File: src/wb_defs.svh
`ifndef WB_DEFS_SVH
`define WB_DEFS_SVH

// Data width
`define XLEN 64

// Major opcodes
`define OP_LOAD   7'b0000011
`define OP_IMM    7'b0010011
`define OP_REG    7'b0110011
`define OP_SYSTEM 7'b1110011
`define OP_JAL    7'b1101111
`define OP_JALR   7'b1100111

// Machine trap CSR addresses
`define CSR_MSTATUS  12'h300
`define CSR_MIE      12'h304
`define CSR_MTVEC    12'h305
`define CSR_MSCRATCH 12'h340
`define CSR_MEPC     12'h341
`define CSR_MCAUSE   12'h342

// Field positions inside mstatus and mie
`define MSTATUS_MIE  3
`define MSTATUS_MPIE 7
`define MIE_MTIE     7
`define MIE_MEIE     11

// Exception cause codes
`define CAUSE_IAM     6'd0
`define CAUSE_IAF     6'd1
`define CAUSE_II      6'd2
`define CAUSE_LAM     6'd4
`define CAUSE_LAF     6'd5
`define CAUSE_SAM     6'd6
`define CAUSE_SAF     6'd7
`define CAUSE_ECALL_U 6'd8
`define CAUSE_ECALL_S 6'd9
`define CAUSE_ECALL_M 6'd11

// Interrupt cause codes, bit 63 set separately
`define CAUSE_MTI 6'd7
`define CAUSE_MEI 6'd11

// APB word offsets of the CSRs
`define APB_MSTATUS  8'h00
`define APB_MIE      8'h04
`define APB_MTVEC    8'h08
`define APB_MSCRATCH 8'h0C
`define APB_MEPC     8'h10
`define APB_MCAUSE   8'h14

`endif
File: src/wb_pkg.sv
package wb_pkg;

    // Instruction word, two decodings
    // CSR instructions carry the CSR address in the I-type immediate
    typedef union packed {
        struct packed {
            logic [6:0] funct7;
            logic [4:0] rs2;
            logic [4:0] rs1;
            logic [2:0] funct3;
            logic [4:0] rd;
            logic [6:0] opcode;
        } r;
        struct packed {
            logic [11:0] imm;
            logic [4:0]  rs1;
            logic [2:0]  funct3;
            logic [4:0]  rd;
            logic [6:0]  opcode;
        } i;
    } instr_u;

    // Source of the register file write
    typedef enum logic [2:0] {
        KIND_NONE,
        KIND_LOAD,
        KIND_ALU,
        KIND_CSR,
        KIND_LINK
    } wb_kind_e;

    // Exception flags gathered along the pipe
    typedef struct packed {
        logic iam;
        logic iaf;
        logic ii;
        logic ecall;
        logic lam;
        logic laf;
        logic sam;
        logic saf;
    } exc_flags_t;

endpackage

File: src/trap_if.sv
`timescale 1ns/10ps
`include "wb_defs.svh"

interface trap_if;

    // From the trap unit
    logic              take;
    logic [`XLEN-1:0]  cause;

    // From the CSR bank
    logic              mie_global;
    logic              mtie;
    logic              meie;
    logic [`XLEN-1:0]  mtvec_base;

    // From the writeback stage
    logic              retire;
    logic [`XLEN-1:0]  epc;
    logic              csr_we;
    logic [11:0]       csr_addr;
    logic [`XLEN-1:0]  csr_wdata;

    modport unit  (input retire, mie_global, mtie, meie, output take, cause);
    modport stage (input take, cause, mtvec_base,
                   output retire, epc, csr_we, csr_addr, csr_wdata);
    modport csr   (input take, cause, retire, epc, csr_we, csr_addr, csr_wdata,
                   output mie_global, mtie, meie, mtvec_base);

endinterface

File: src/wb_top.sv
`timescale 1ns/10ps
`include "wb_defs.svh"

module wb_top (
    input  logic                CLK,
    input  logic                rst,
    input  logic                wb_valid,
    input  logic [`XLEN-1:0]    wb_pc,
    input  logic [`XLEN-1:0]    wb_npc,
    input  logic [31:0]         wb_ir,
    input  logic [`XLEN-1:0]    wb_alu_result,
    input  logic [`XLEN-1:0]    wb_mem_result,
    input  logic [`XLEN-1:0]    wb_csr_rdata,
    input  logic [`XLEN-1:0]    wb_csr_wdata,
    input  wb_pkg::exc_flags_t  wb_exc,
    input  logic                timer_irq,
    input  logic                ext_irq,
    input  logic [1:0]          privilege,
    input  logic                PSEL,
    input  logic                PENABLE,
    input  logic                PWRITE,
    input  logic [7:0]          PADDR,
    input  logic [`XLEN-1:0]    PWDATA,
    output logic                rf_we,
    output logic [4:0]          rf_rd,
    output logic [`XLEN-1:0]    rf_data,
    output logic                redirect,
    output logic [`XLEN-1:0]    redirect_target,
    output logic                trap_taken,
    output logic [`XLEN-1:0]    trap_cause,
    output logic [`XLEN-1:0]    PRDATA,
    output logic                PREADY,
    output logic                PSLVERR
);

    // Trap request and CSR state shared by the three blocks
    trap_if tif ();

    trap_unit u_trap (
        .CLK       (CLK),
        .rst       (rst),
        .wb_exc    (wb_exc),
        .timer_irq (timer_irq),
        .ext_irq   (ext_irq),
        .privilege (privilege),
        .trap      (tif.unit)
    );

    // APB slave lives here
    csr_bank u_csr (
        .CLK     (CLK),
        .rst     (rst),
        .PSEL    (PSEL),
        .PENABLE (PENABLE),
        .PWRITE  (PWRITE),
        .PADDR   (PADDR),
        .PWDATA  (PWDATA),
        .PRDATA  (PRDATA),
        .PREADY  (PREADY),
        .PSLVERR (PSLVERR),
        .trap    (tif.csr)
    );

    writeback_stage u_wb (
        .CLK             (CLK),
        .rst             (rst),
        .wb_valid        (wb_valid),
        .wb_pc           (wb_pc),
        .wb_npc          (wb_npc),
        .wb_ir           (wb_ir),
        .wb_alu_result   (wb_alu_result),
        .wb_mem_result   (wb_mem_result),
        .wb_csr_rdata    (wb_csr_rdata),
        .wb_csr_wdata    (wb_csr_wdata),
        .rf_we           (rf_we),
        .rf_rd           (rf_rd),
        .rf_data         (rf_data),
        .redirect        (redirect),
        .redirect_target (redirect_target),
        .trap_taken      (trap_taken),
        .trap_cause      (trap_cause),
        .trap            (tif.stage)
    );

endmodule

File: src/writeback_stage.sv
`timescale 1ns/10ps
`include "wb_defs.svh"

module writeback_stage (
    input  logic              CLK,
    input  logic              rst,
    input  logic              wb_valid,
    input  logic [`XLEN-1:0]  wb_pc,
    input  logic [`XLEN-1:0]  wb_npc,
    input  wb_pkg::instr_u    wb_ir,
    input  logic [`XLEN-1:0]  wb_alu_result,
    input  logic [`XLEN-1:0]  wb_mem_result,
    input  logic [`XLEN-1:0]  wb_csr_rdata,
    input  logic [`XLEN-1:0]  wb_csr_wdata,
    output logic              rf_we,
    output logic [4:0]        rf_rd,
    output logic [`XLEN-1:0]  rf_data,
    output logic              redirect,
    output logic [`XLEN-1:0]  redirect_target,
    output logic              trap_taken,
    output logic [`XLEN-1:0]  trap_cause,
    trap_if.stage             trap
);

    import wb_pkg::*;

    wb_kind_e         kind;
    logic [`XLEN-1:0] result;
    logic             writes_rd;

    // Opcode to result source
    always_comb begin
        case (wb_ir.r.opcode)
            `OP_LOAD:            kind = KIND_LOAD;
            `OP_IMM, `OP_REG:    kind = KIND_ALU;
            `OP_SYSTEM:          kind = KIND_CSR;
            `OP_JAL, `OP_JALR:   kind = KIND_LINK;
            default:             kind = KIND_NONE;
        endcase
    end

    // CSR ops return the old value, jumps return the link address
    always_comb begin
        case (kind)
            KIND_LOAD: result = wb_mem_result;
            KIND_CSR:  result = wb_csr_rdata;
            KIND_LINK: result = wb_npc;
            default:   result = wb_alu_result;
        endcase
    end

    // A trap kills the register write, x0 never written
    assign writes_rd = wb_valid && !trap.take && (kind != KIND_NONE)
                       && (wb_ir.r.rd != 5'd0);

    //////////////////////////////
    // Toward the CSR bank
    //////////////////////////////
    assign trap.retire    = wb_valid;
    assign trap.epc       = wb_pc;
    assign trap.csr_we    = wb_valid && !trap.take && (kind == KIND_CSR);
    assign trap.csr_addr  = wb_ir.i.imm;
    assign trap.csr_wdata = wb_csr_wdata;

    // Control outputs, low when nothing retires
    always_ff @(posedge CLK) begin
        if (rst) begin
            rf_we      <= 1'b0;
            redirect   <= 1'b0;
            trap_taken <= 1'b0;
        end else begin
            rf_we      <= writes_rd;
            redirect   <= wb_valid && (trap.take || kind == KIND_LINK);
            trap_taken <= trap.take;
        end
    end

    // Payload, held while idle
    always_ff @(posedge CLK) begin
        if (wb_valid) begin
            rf_rd           <= wb_ir.r.rd;
            rf_data         <= result;
            redirect_target <= trap.take ? trap.mtvec_base : wb_alu_result;
            trap_cause      <= trap.cause;
        end
    end

endmodule

File: src/csr_bank.sv
`timescale 1ns/10ps
`include "wb_defs.svh"

module csr_bank (
    input  logic              CLK,
    input  logic              rst,
    input  logic              PSEL,
    input  logic              PENABLE,
    input  logic              PWRITE,
    input  logic [7:0]        PADDR,
    input  logic [`XLEN-1:0]  PWDATA,
    output logic [`XLEN-1:0]  PRDATA,
    output logic              PREADY,
    output logic              PSLVERR,
    trap_if.csr               trap
);

    // Stored state, only implemented bits of mstatus and mie
    logic             mst_mie;
    logic             mst_mpie;
    logic             mie_mtie;
    logic             mie_meie;
    logic [`XLEN-1:0] mtvec;
    logic [`XLEN-1:0] mscratch;
    logic [`XLEN-1:0] mepc;
    logic [`XLEN-1:0] mcause;

    // One-hot selects, order mstatus mie mtvec mscratch mepc mcause
    logic [5:0]       pipe_sel;
    logic [5:0]       apb_sel;
    logic [5:0]       wr_sel;
    logic [`XLEN-1:0] wr_data;
    logic [`XLEN-1:0] mstatus_view;
    logic [`XLEN-1:0] mie_view;
    logic             pipe_busy;

    //////////////////////////////
    // APB handshake
    //////////////////////////////

    // Pipeline updates win, master waits
    assign pipe_busy = trap.retire && (trap.take || trap.csr_we);
    assign PREADY    = PSEL && PENABLE && !pipe_busy;
    assign PSLVERR   = PREADY && !(|apb_sel);

    always_comb begin
        apb_sel[0] = (PADDR == `APB_MSTATUS);
        apb_sel[1] = (PADDR == `APB_MIE);
        apb_sel[2] = (PADDR == `APB_MTVEC);
        apb_sel[3] = (PADDR == `APB_MSCRATCH);
        apb_sel[4] = (PADDR == `APB_MEPC);
        apb_sel[5] = (PADDR == `APB_MCAUSE);
    end

    always_comb begin
        pipe_sel[0] = (trap.csr_addr == `CSR_MSTATUS);
        pipe_sel[1] = (trap.csr_addr == `CSR_MIE);
        pipe_sel[2] = (trap.csr_addr == `CSR_MTVEC);
        pipe_sel[3] = (trap.csr_addr == `CSR_MSCRATCH);
        pipe_sel[4] = (trap.csr_addr == `CSR_MEPC);
        pipe_sel[5] = (trap.csr_addr == `CSR_MCAUSE);
    end

    // Full-width views of the sparse registers
    always_comb begin
        mstatus_view                = '0;
        mstatus_view[`MSTATUS_MIE]  = mst_mie;
        mstatus_view[`MSTATUS_MPIE] = mst_mpie;
        mie_view                    = '0;
        mie_view[`MIE_MTIE]         = mie_mtie;
        mie_view[`MIE_MEIE]         = mie_meie;
    end

    // Read data only in the completing cycle, zero when unmapped
    always_comb begin
        PRDATA = '0;
        if (PREADY && !PWRITE) begin
            if (apb_sel[0]) PRDATA = mstatus_view;
            if (apb_sel[1]) PRDATA = mie_view;
            if (apb_sel[2]) PRDATA = mtvec;
            if (apb_sel[3]) PRDATA = mscratch;
            if (apb_sel[4]) PRDATA = mepc;
            if (apb_sel[5]) PRDATA = mcause;
        end
    end

    //////////////////////////////
    // Write port arbitration
    //////////////////////////////

    // Pipeline write first, APB only on a completing write
    always_comb begin
        wr_sel  = '0;
        wr_data = PWDATA;
        if (trap.csr_we) begin
            wr_sel  = pipe_sel;
            wr_data = trap.csr_wdata;
        end else if (PREADY && PWRITE) begin
            wr_sel = apb_sel;
        end
    end

    always_ff @(posedge CLK) begin
        if (rst) begin
            mst_mie  <= 1'b0;
            mst_mpie <= 1'b0;
            mie_mtie <= 1'b0;
            mie_meie <= 1'b0;
            mtvec    <= '0;
            mscratch <= '0;
            mepc     <= '0;
            mcause   <= '0;
        end else if (trap.take) begin
            // Trap entry, stack MIE into MPIE
            mepc     <= trap.epc;
            mcause   <= trap.cause;
            mst_mpie <= mst_mie;
            mst_mie  <= 1'b0;
        end else begin
            if (wr_sel[0]) begin
                mst_mie  <= wr_data[`MSTATUS_MIE];
                mst_mpie <= wr_data[`MSTATUS_MPIE];
            end
            if (wr_sel[1]) begin
                mie_mtie <= wr_data[`MIE_MTIE];
                mie_meie <= wr_data[`MIE_MEIE];
            end
            if (wr_sel[2]) mtvec    <= wr_data;
            if (wr_sel[3]) mscratch <= wr_data;
            if (wr_sel[4]) mepc     <= wr_data;
            if (wr_sel[5]) mcause   <= wr_data;
        end
    end

    // Enables and direct-mode base back to the trap path
    assign trap.mie_global = mst_mie;
    assign trap.mtie       = mie_mtie;
    assign trap.meie       = mie_meie;
    assign trap.mtvec_base = {mtvec[`XLEN-1:2], 2'b00};

endmodule

File: src/trap_unit.sv
`timescale 1ns/10ps
`include "wb_defs.svh"

module trap_unit (
    input  logic                CLK,
    input  logic                rst,
    input  wb_pkg::exc_flags_t  wb_exc,
    input  logic                timer_irq,
    input  logic                ext_irq,
    input  logic [1:0]          privilege,
    trap_if.unit                trap
);

    logic [1:0] timer_sync;
    logic [1:0] ext_sync;
    logic       timer_pend;
    logic       ext_pend;
    logic       any_exc;
    logic       is_irq;
    logic [5:0] code;
    logic [5:0] ecall_code;

    //////////////////////////////
    // Interrupt synchronizers
    //////////////////////////////

    // Two flops each, so a request shows up two cycles late
    always_ff @(posedge CLK) begin
        if (rst) begin
            timer_sync <= '0;
            ext_sync   <= '0;
        end else begin
            timer_sync <= {timer_sync[0], timer_irq};
            ext_sync   <= {ext_sync[0], ext_irq};
        end
    end

    // Gated by global and per-source enables
    assign ext_pend   = ext_sync[1] && trap.mie_global && trap.meie;
    assign timer_pend = timer_sync[1] && trap.mie_global && trap.mtie;
    assign any_exc    = |wb_exc;

    //////////////////////////////
    // Cause ranking
    //////////////////////////////

    // Ecall code follows current privilege
    always_comb begin
        case (privilege)
            2'd0:    ecall_code = `CAUSE_ECALL_U;
            2'd1:    ecall_code = `CAUSE_ECALL_S;
            default: ecall_code = `CAUSE_ECALL_M;
        endcase
    end

    // Interrupts first, external over timer
    always_comb begin
        is_irq = 1'b0;
        code   = '0;
        if (ext_pend) begin
            is_irq = 1'b1;
            code   = `CAUSE_MEI;
        end else if (timer_pend) begin
            is_irq = 1'b1;
            code   = `CAUSE_MTI;
        end else if (wb_exc.iaf)   code = `CAUSE_IAF;
        else if (wb_exc.iam)       code = `CAUSE_IAM;
        else if (wb_exc.ii)        code = `CAUSE_II;
        else if (wb_exc.ecall)     code = ecall_code;
        else if (wb_exc.lam)       code = `CAUSE_LAM;
        else if (wb_exc.laf)       code = `CAUSE_LAF;
        else if (wb_exc.sam)       code = `CAUSE_SAM;
        else if (wb_exc.saf)       code = `CAUSE_SAF;
    end

    // Only a retiring instruction can trap
    assign trap.take  = trap.retire && (ext_pend || timer_pend || any_exc);
    assign trap.cause = trap.take ? {is_irq, {(`XLEN-7){1'b0}}, code} : '0;

endmodule

File: config.mk
export PLATFORM = sky130hd
export DESIGN_NAME = wb_top
export DESIGN_NICKNAME = d
export VERILOG_FILES = /design/src/wb_pkg.sv /design/src/trap_if.sv /design/src/wb_top.sv /design/src/writeback_stage.sv /design/src/csr_bank.sv /design/src/trap_unit.sv
export VERILOG_INCLUDE_DIRS = /design/src /design/src/src
export SDC_FILE = /design/constraint.sdc
export NUM_CORES = 1
export LEC_CHECK = 0
export BUFFER_PORTS_ARGS = -buffer_cell sky130_fd_sc_hd__buf_4
export CAP_MARGIN = 10
export CORE_AREA = 3 3 296 298
export DETAILED_ROUTE_END_ITERATION = 10
export DIE_AREA = 0 0 299 301
export GPL_ROUTABILITY_DRIVEN = 0
export HOLD_SLACK_MARGIN = 0.1
export PLACE_DENSITY = 0.59
export SLEW_MARGIN = 15
export SYNTH_ARGS = -nofsm -noshare
export SYNTH_HDL_FRONTEND = slang
export SYNTH_SLANG_ARGS = --single-unit
export TNS_END_PERCENT = 50
File: constraint.sdc
create_clock -name CLK -period 3.3 [get_ports CLK]
set_input_delay 0.825 -clock CLK [delete_from_list [all_inputs] [get_ports CLK]]
set_output_delay 0.825 -clock CLK [all_outputs]
set_load 0.01 [all_outputs]
Yosys cells after proc, flatten, opt, wreduce, memory -nomap -nowiden
Cells that the tools add are included.
{"block": "totals", "register_bits": 464, "elab_cells": 112}
{"block": "op_classes", "n_mux": 33, "bitwise_logic": 1, "n_reduce_logical": 39, "n_eq_ne": 21}
{"op": "$mux 64", "n": 12}
{"op": "$pmux 64 s3", "n": 1}
{"op": "$eq 12x10->1 const B", "n": 6}
{"op": "$mux 6", "n": 11}
{"op": "$eq 7x7->1 const B", "n": 3}
{"op": "$eq 8x4->1 const B", "n": 2}
{"op": "$eq 8x5->1 const B", "n": 2}
{"op": "$logic_and 1x1->1", "n": 16}
{"op": "$mux 12", "n": 1}
{"op": "$pmux 3 s4", "n": 1}
{"op": "$eq 8x3->1 const B", "n": 1}
{"op": "$logic_not 8->1", "n": 1}
{"op": "$mux 8", "n": 1}
{"op": "$reduce_or 8->1", "n": 1}
{"op": "$eq 7x2->1 const B", "n": 1}
{"op": "$eq 7x5->1 const B", "n": 1}
{"op": "$eq 7x6->1 const B", "n": 1}
{"op": "$reduce_and 2->1", "n": 3}
{"op": "$reduce_bool 2->1", "n": 3}
{"op": "$reduce_or 2->1", "n": 3}
{"op": "$reduce_or 6->1", "n": 1}
{"op": "$reduce_bool 5->1", "n": 1}
{"op": "$logic_not 1->1", "n": 4}
{"op": "$logic_or 1x1->1", "n": 4}
{"op": "other kinds (10)", "n": 13}

Logic depth before layout (Yosys ltp)
Gate-level depths: netlist of run 1.
{"block": "depth", "ltp_word": 17, "ltp_mapped": 9}

Cells and area by module
Synthesis of run 1 repeated with hierarchy kept, for this count alone.
{"block": "hier_totals", "hier_cells": 2697, "hier_area_um2": 25962.4}
{"module": "csr_bank", "n_inst": 1, "area_each_um2": 14546.5, "cells_per_inst": 1775, "seq_area_each_um2": 5205.0}
{"module": "writeback_stage", "n_inst": 1, "area_each_um2": 10681.5, "cells_per_inst": 827, "seq_area_each_um2": 5975.7}
{"module": "trap_unit", "n_inst": 1, "area_each_um2": 734.5, "cells_per_inst": 95, "seq_area_each_um2": 80.1}

Least setup slack after synthesis of run 1
No wires, ideal clock.
{"block": "synth_timing", "path_type": "input to output", "from": "input wb_exc[1] in the netlist's numbering", "to": "output PRDATA[0]", "path_buffers": 3, "path_stages": 8, "slack_ns": -0.207, "arrival_time_ns": 2.682, "required_ns": 2.475, "cell_sequence": "or4_4 -> a211o_1 -> buf_6 -> o21ai_4 -> nand4b_1 -> clkbuf_1 -> buf_1 -> nor2_1"}
{"block": "synth_between", "elab_chain_cells": 12}
{"item": "start, declared", "line": "wb_top.sv:15", "text": "input wb_pkg::exc_flags_t wb_exc,"}
{"item": "$reduce_or 8->1 (*)", "line": "trap_unit.sv:41", "text": "assign any_exc = |wb_exc;"}
{"item": "$logic_or 1x1->1 (*)", "line": "trap_unit.sv:77", "text": "assign trap.take = trap.retire && (ext_pend || timer_pend || any_exc);"}
{"item": "$logic_and 1x1->1 (*)", "line": "trap_unit.sv:77"}
{"item": "$logic_not 1->1", "line": "writeback_stage.sv:61", "text": "assign trap.csr_we = wb_valid && !trap.take && (kind == KIND_CSR);"}
{"item": "$logic_and 1x1->1 (2 in series)", "line": "writeback_stage.sv:61"}
{"item": "$logic_or 1x1->1 (*)", "line": "csr_bank.sv:42", "text": "assign pipe_busy = trap.retire && (trap.take || trap.csr_we);"}
{"item": "$logic_and 1x1->1 (*)", "line": "csr_bank.sv:42"}
{"item": "$logic_not 1->1 (*)", "line": "csr_bank.sv:43", "text": "assign PREADY = PSEL && PENABLE && !pipe_busy;"}
{"item": "$logic_and 1x1->1 (*)", "line": "csr_bank.sv:43"}
{"item": "$logic_and 1x1->1 (*)", "line": "csr_bank.sv:77", "text": "if (PREADY && !PWRITE) begin"}
{"item": "$mux 64 (*)", "line": "csr_bank.sv:77"}
{"item": "end, declared", "line": "wb_top.sv:31", "text": "output logic [`XLEN-1:0] PRDATA,"}
Mark *: on every way between the ends. The rest lies on a longest branch, timed or not.

Worst setup path after layout of run 1
{"block": "layout_timing", "from": "input wb_exc[5] in the netlist's numbering", "to": "output PRDATA[5]"}
Same word-level chain as after synthesis.

==> impl_metrics.toml, run 1 <==
[critical_path]
crit_path_start_kind = "input port"
critPathTopFamily = "simple AND/OR/NAND/NOR gates"
arrival_ps = 2840
critical_path_class = "input port to primary output"
critPathRequiredTime_ps = 2470
path_cells = "buf_6 > or4_4 > a211o_4 > o21ai_4 > nand4b_1 > buf_6 > buf_8 > buf_16 > buf_8 > nor2_4 > buf_6"
crit_fanout = 5
crit_slowest_cell = "or4_4"
crit_path_frequent_cell = "buf_6"
rrSetupSlack_ps = 430
critPathMaxStageDelay_ps = 540
path_buf_inv = 6
ff2ff_path_depth = 7
rr_endpoint = "u_csr.mtvec[62]"
critPathCaptureType = "primary output"
r2r-start = "u_csr.trap.meie"

[synth]
synth_top_area_cell = "dfxtp_1"
synthArstFlopShare_pct = 0
synth-seq-cells = 405
synth_top_area_share_pct = 24.66
syn-instance-count = 2378
netlist_top_cells_area = "dfxtp_1 (25%), edfxtp_1 (19%), a222oi_1 (5.8%)"
synth_area_mm2 = 0.02168
yosysMostFrequentCell = "dfxtp_1"
synthTopCellsByCount = "dfxtp_1 (267), nor2_1 (246), nand2_1 (237)"
synth-edff-count = 138
ys.flop_type = "dfxtp_1"
yosys_warnings = 0
synth_cell_types = 64
syn_avg_cell_area_um2 = 9.116
synth-seq-area-share_pct = 43.77

[job]
cap_violations = 0

[hold_path]
hold_start = "wb_ir[10]"
hold_depth = 1
hold_path_end = "u_wb.rf_rd[3]"
hold_class = "input port to register"

[routing]
wire_per_inst_um = 24.83
drtPass1Iterations = 10
avgViaCountPerCell = 5.212
drt_wl_total_um = 106900
num_vias = 22440
ant_nets = 0
first_iter_violations = 2433
route.detailed.drc = 0

[global_routing]
overflow = 0
antenna_found_initial = 35
grt_first_pass_wirelength_um = 150500
first_global_vias = 21700
grt.total_usage_pct = 22.34
grt_max_degree = 125

[sta]
fmax_mhz = 272.6
finClkSkew_ps = 30.00
maxSlewHeadroom_pct = 39.60
fin_crit_sh_pct = 111.2
tightest_slew_ps = 906.0
finalCriticalPeriod_ps = 3668
setup_slack_ps = -368.0
hold_viol = 0
slew_viol_final = 0
grt_setup_unrepaired = "true"
tns_ps = -19350
setup_viol = 65

[finish]
final_cell_count_no_fill = 4306
nNetsFinal = 3605
drive_above_1_share_pct = 36.49
area_growth_pct = 46.69

[cts]
cts-root-buf = "clkbuf_16"
cts_tree = "built"
clkSinkCount = 405
cts_buffers = 49
clkTransAtPathRegs_ps = 70
max-clock-path-buffers = 3
htreeDepth = 2
clk-insertion-delay-late_ps = 610

[power]
p_leak_nw = 13.66
peakVddDrop_mv = 0.3336
power_mw = 12.73
power.density_mw_per_mm2 = 400.5

[run_status]
status = "finished with violations"
violations = "negative setup slack"

[placed_design]
io_buffers = 704
placed_cells = 4186
hpwl_um = 79220

[floorplanning]
die_h_um = 301
rows = 107
initial_core_util_pct = 25.46
ios = 772
core_mm2 = 0.08515
die-area_mm2 = 0.09000
die_x_um = 299
==> worst max-delay path by stage <==
stage,end,start,depth (start not counted),slack [ps]
detailed placement,PRDATA[40],wb_exc[5],9,-440
floorplan,PRDATA[22],wb_exc[5],8,-110
global placement,PRDATA[40],wb_exc[5],9,-420
finish,PRDATA[5],wb_exc[5],11,-370
CTS,PRDATA[1],wb_exc[2],11,-330
global route,PRDATA[5],wb_exc[5],11,-430
==> worst register-to-register path, cell delays in order (launching register included) <==
cell and delay, ps:
dfxtp_1 350, a22o_1 270, a211o_4 190, buf_4 650
nor3_1 260, o21ai_4 400, buf_4 410, mux2i_1 260
==> through the flow <==
stage                     area, um^2  utilization [%]  hold WS, ps  setup slack (ps)
after floorplan                22420                -        413.8            -112.8
after global placement         29750            34.94        438.4            -420.9
after detailed placement       29750            34.94        429.7            -444.5
after CTS                      31720            37.26        362.7            -325.2
after global routing           31780            37.32        371.4            -434.3
final                          31800            37.35        403.3            -368.0
==> flip-flops by register name (all words and copies together), names as in the netlist <==
name,count
u_csr.mtvec,64
u_wb.trap_cause,5
u_wb.trap_taken,1
u_csr.mepc,64
u_wb.redirect_target,64
u_wb.rf_rd,5
u_wb.redirect,1
u_trap.timer_sync,2
u_csr.trap.mtie,1
u_wb.rf_we,1
u_trap.ext_sync,2
u_csr.trap.meie,1
u_csr.mcause,64
u_csr.mst_mpie,1
u_csr.trap.mie_global,1
u_csr.mscratch,64
u_wb.rf_data,64
==> cells in the final DEF (no fill, tap or decap), drive strengths merged, types with 3 or more instances in the layout <==
cell	count
inv	18
o21bai	64
o21ai	99
a21oi	70
edfxtp	138
mux2	63
and3	137
or4	6
diode	24
nor2	246
and2	71
a311oi	69
nor3	77
nand2	237
nor4	5
a222oi	126
nor2b	8
conb	59
o2bb2ai	59
nor3b	3
clkbuf	75
a221oi	60
buf	913
nand2b	72
mux2i	73
nand3	9
dfxtp	267
clkinv	12
a21boi	64
==> power by group <==
group / switching (mW) / internal [mW]
sequential: 0.0816 / 5.39
clock: 2.31 / 3.23
combinational: 0.877 / 0.856
total: 3.27 / 9.47
==> repair_timing <==
item | 4_1_cts | 5_1_grt
resized for setup | 62 | 4
pin swaps | 41 | 4
setup buffers | 4 | 0
endpoints found under the setup margin | 66 | 66
gates cloned | 3 | 0
endpoints found under the hold margin | 0 | 0
hold buffers | 0 | 0
==> area by class of cell <==
cell class,instances,area [um^2]
clock buffers,74,1463
multi-input cells,1713,11460
flip-flops and latches,405,9489
diodes,24,60.06
repair buffers,914,7666
fillers,8809,53350
inverters,16,60.06
clock inverters,16,168.9
well taps,1144,1431
==> per-layer routing <==
| layer | GRT usage (%) | wire (um) | up-vias | share of wire [%] |
|---|---|---|---|---|
| met1 | 29.37 | 44660 | 10910 | 42 |
| li1 | - | - | 10260 | - |
| met2 | 36.31 | 50020 | 1090 | 47 |
| met5 | 0 | 58 | - | 0.054 |
| met4 | 7.328 | 3275 | 8 | 3.1 |
| met3 | 4.989 | 8891 | 176 | 8.3 |
==> logic make-up after synthesis <==
| logic type | count (synthesis) | share of synthesized area [%] |
|---|---|---|
| AND/OR/NAND/NOR | 886 | 19.77 |
| AO/OA/AOI/OAI | 632 | 22.67 |
| buffers and inverters | 318 | 7.123 |
| other | 1 | 0.01730 |
| multiplexers | 136 | 6.644 |
| flip-flops | 405 | 43.77 |
Power figures use the tool's default switching activity.
==> inputs of run 2 (changes only) <==
- ABC_CLOCK_PERIOD_IN_PS: not set -> 3600
- CORE_AREA: 3 3 296 298 -> 3 3 298 300
- DIE_AREA: 0 0 299 301 -> 0 0 301 303
- PLACE_DENSITY: 0.59 -> 0.57
- clock period: 3.3 -> 3.6 ns (I/O delays scaled with it)
==> impl_metrics.toml, run 2 (synthesis results as in run 1) <==
[run_status]
violations = "negative setup slack"
status = "finished with violations"

[finish]
design_area_mm2 = 0.03094
area_growth_pct = 42.73
final_cell_mix = "buf_4 (808), dfxtp_1 (267), nand2_1 (234)"
regArea_mm2 = 0.009489
nNetsFinal = 3554
final_common_cell = "buf_4"
multi_input_area_mm2 = 0.01118
n_fill_cell = 8990
final_cell_count_no_fill = 4257
drive_above_1_share_pct = 35.28

[critical_path]
crit_fanout = 11
critPathRequiredTime_ps = 2700
arrival_ps = 2970
critPathCaptureType = "primary output"
startpoint = "wb_exc[1]"
critical_path_class = "input port to primary output"
r2r-start = "u_csr.trap.meie"
crit_path_start_kind = "input port"

[cts]
clkSinkCount = 405
cts_tree = "built"
htreeDepth = 2
hold_buffers = 0
max-clock-path-buffers = 3
clk-insertion-delay-late_ps = 600
cts-root-buf = "clkbuf_16"
clkTransAtPathRegs_ps = 50
cts_buffers = 51

[placed_design]
io_buffers = 704
placed_area_mm2 = 0.02911
dp_slack_ps = -316.3
placed_cells = 4146
hpwl_um = 78790

[floorplanning]
rows = 108
die-area_mm2 = 0.09120
die_x_um = 301
core_mm2 = 0.08648
die_h_um = 303
initial_core_util_pct = 25.07
ios = 772

[hold_path]
hold_start = "u_trap.timer_sync[0]"
hold_class = "register to register"

[global_routing]
grt.total_usage_pct = 22.01
first_global_vias = 21220
grt_first_pass_wirelength_um = 149000
antenna_found_initial = 25
grt_max_degree = 132
overflow = 0

[sta]
slew_viol_final = 0
hold_viol = 0
grt_setup_unrepaired = "true"
setup_viol = 66
fmax_mhz = 258.5
fin_crit_sh_pct = 107.5
setup_slack_ps = -268.4
maxSlewHeadroom_pct = 38.51
finClkSkew_ps = 20.76
tightest_slew_ps = 922.4
finalCriticalPeriod_ps = 3868

[routing]
ant_nets = 0
first_iter_violations = 2476
route.detailed.drc = 0
num_vias = 22150
wire_per_inst_um = 25.19
drt_wl_total_um = 107200
avgViaCountPerCell = 5.204
drtPass1Iterations = 7

[power]
p_leak_nw = 13.37
power.density_mw_per_mm2 = 381.5
peakVddDrop_mv = 0.3216
power_mw = 11.80

[job]
cap_violations = 0
==> run 2: cell type report <==
cell class,instances,share of cell area (%)
multi-input cells,1713,36.13
flip-flops and latches,405,30.67
repair buffers,861,22.77
clock buffers,77,4.731
well taps,1155,4.671
clock inverters,18,0.7360
inverters,16,0.1941
diodes,12,0.09706
==> run 2: final timing paths <==
path                          end  slack [ps]  cells past startpoint
max                    PRDATA[29]        -270                      9
min          u_trap.timer_sync[1]         440                      1
min reg2reg  u_trap.timer_sync[1]         440                      1
max reg2reg        u_csr.mepc[37]         620                      8
==> run 2: worst max-delay path: stages <==
cell and delay, ps:
buf_6 90, or4_4 540, a211o_4 340, o21ai_4 200, nand4b_1 220, buf_6 240
clkbuf_16 190, nor2_2 100, buf_4 120
==> run 2: routing by layer <==
metal  up-vias  GRT usage (%)  wire, um
met4         6          6.480      2778
met1     10820          29.49     45830
li1      10140              -         -
met2      1049          36.10     50020
met5         -              0        45
met3       139          4.029      8564
==> run 2: timing repair <==
| action | 4_1_cts | 5_1_grt |
|---|---|---|
| gates resized for setup | 15 | 1 |
| setup buffers | 2 | 1 |
| pin swaps | 8 | 0 |
| hold endpoints to repair | 0 | 0 |
| endpoints found under the setup margin | 66 | 66 |
| cloned | 0 | 1 |
==> run 2: stage by stage <==
stage | hold slack [ps] | TNS, ps | util, %
5_1_grt | 457.6 | -17230 | 35.76
3_5_place_dp | 428.6 | -31220 | 33.65
2_1_floorplan | 413.8 | -1174 | -
3_3_place_gp | 426.7 | -26950 | 33.65
4_1_cts | 442.1 | -10740 | 35.70
6_report | 437.3 | -12630 | 35.78
==> run 2: report_power, final <==
part | switching, mW | internal, mW | leakage, nW
Sequential | 0.0741 | 4.94 | 3.51
Combinational | 0.802 | 0.767 | 9.03
Clock | 2.18 | 3.05 | 0.828
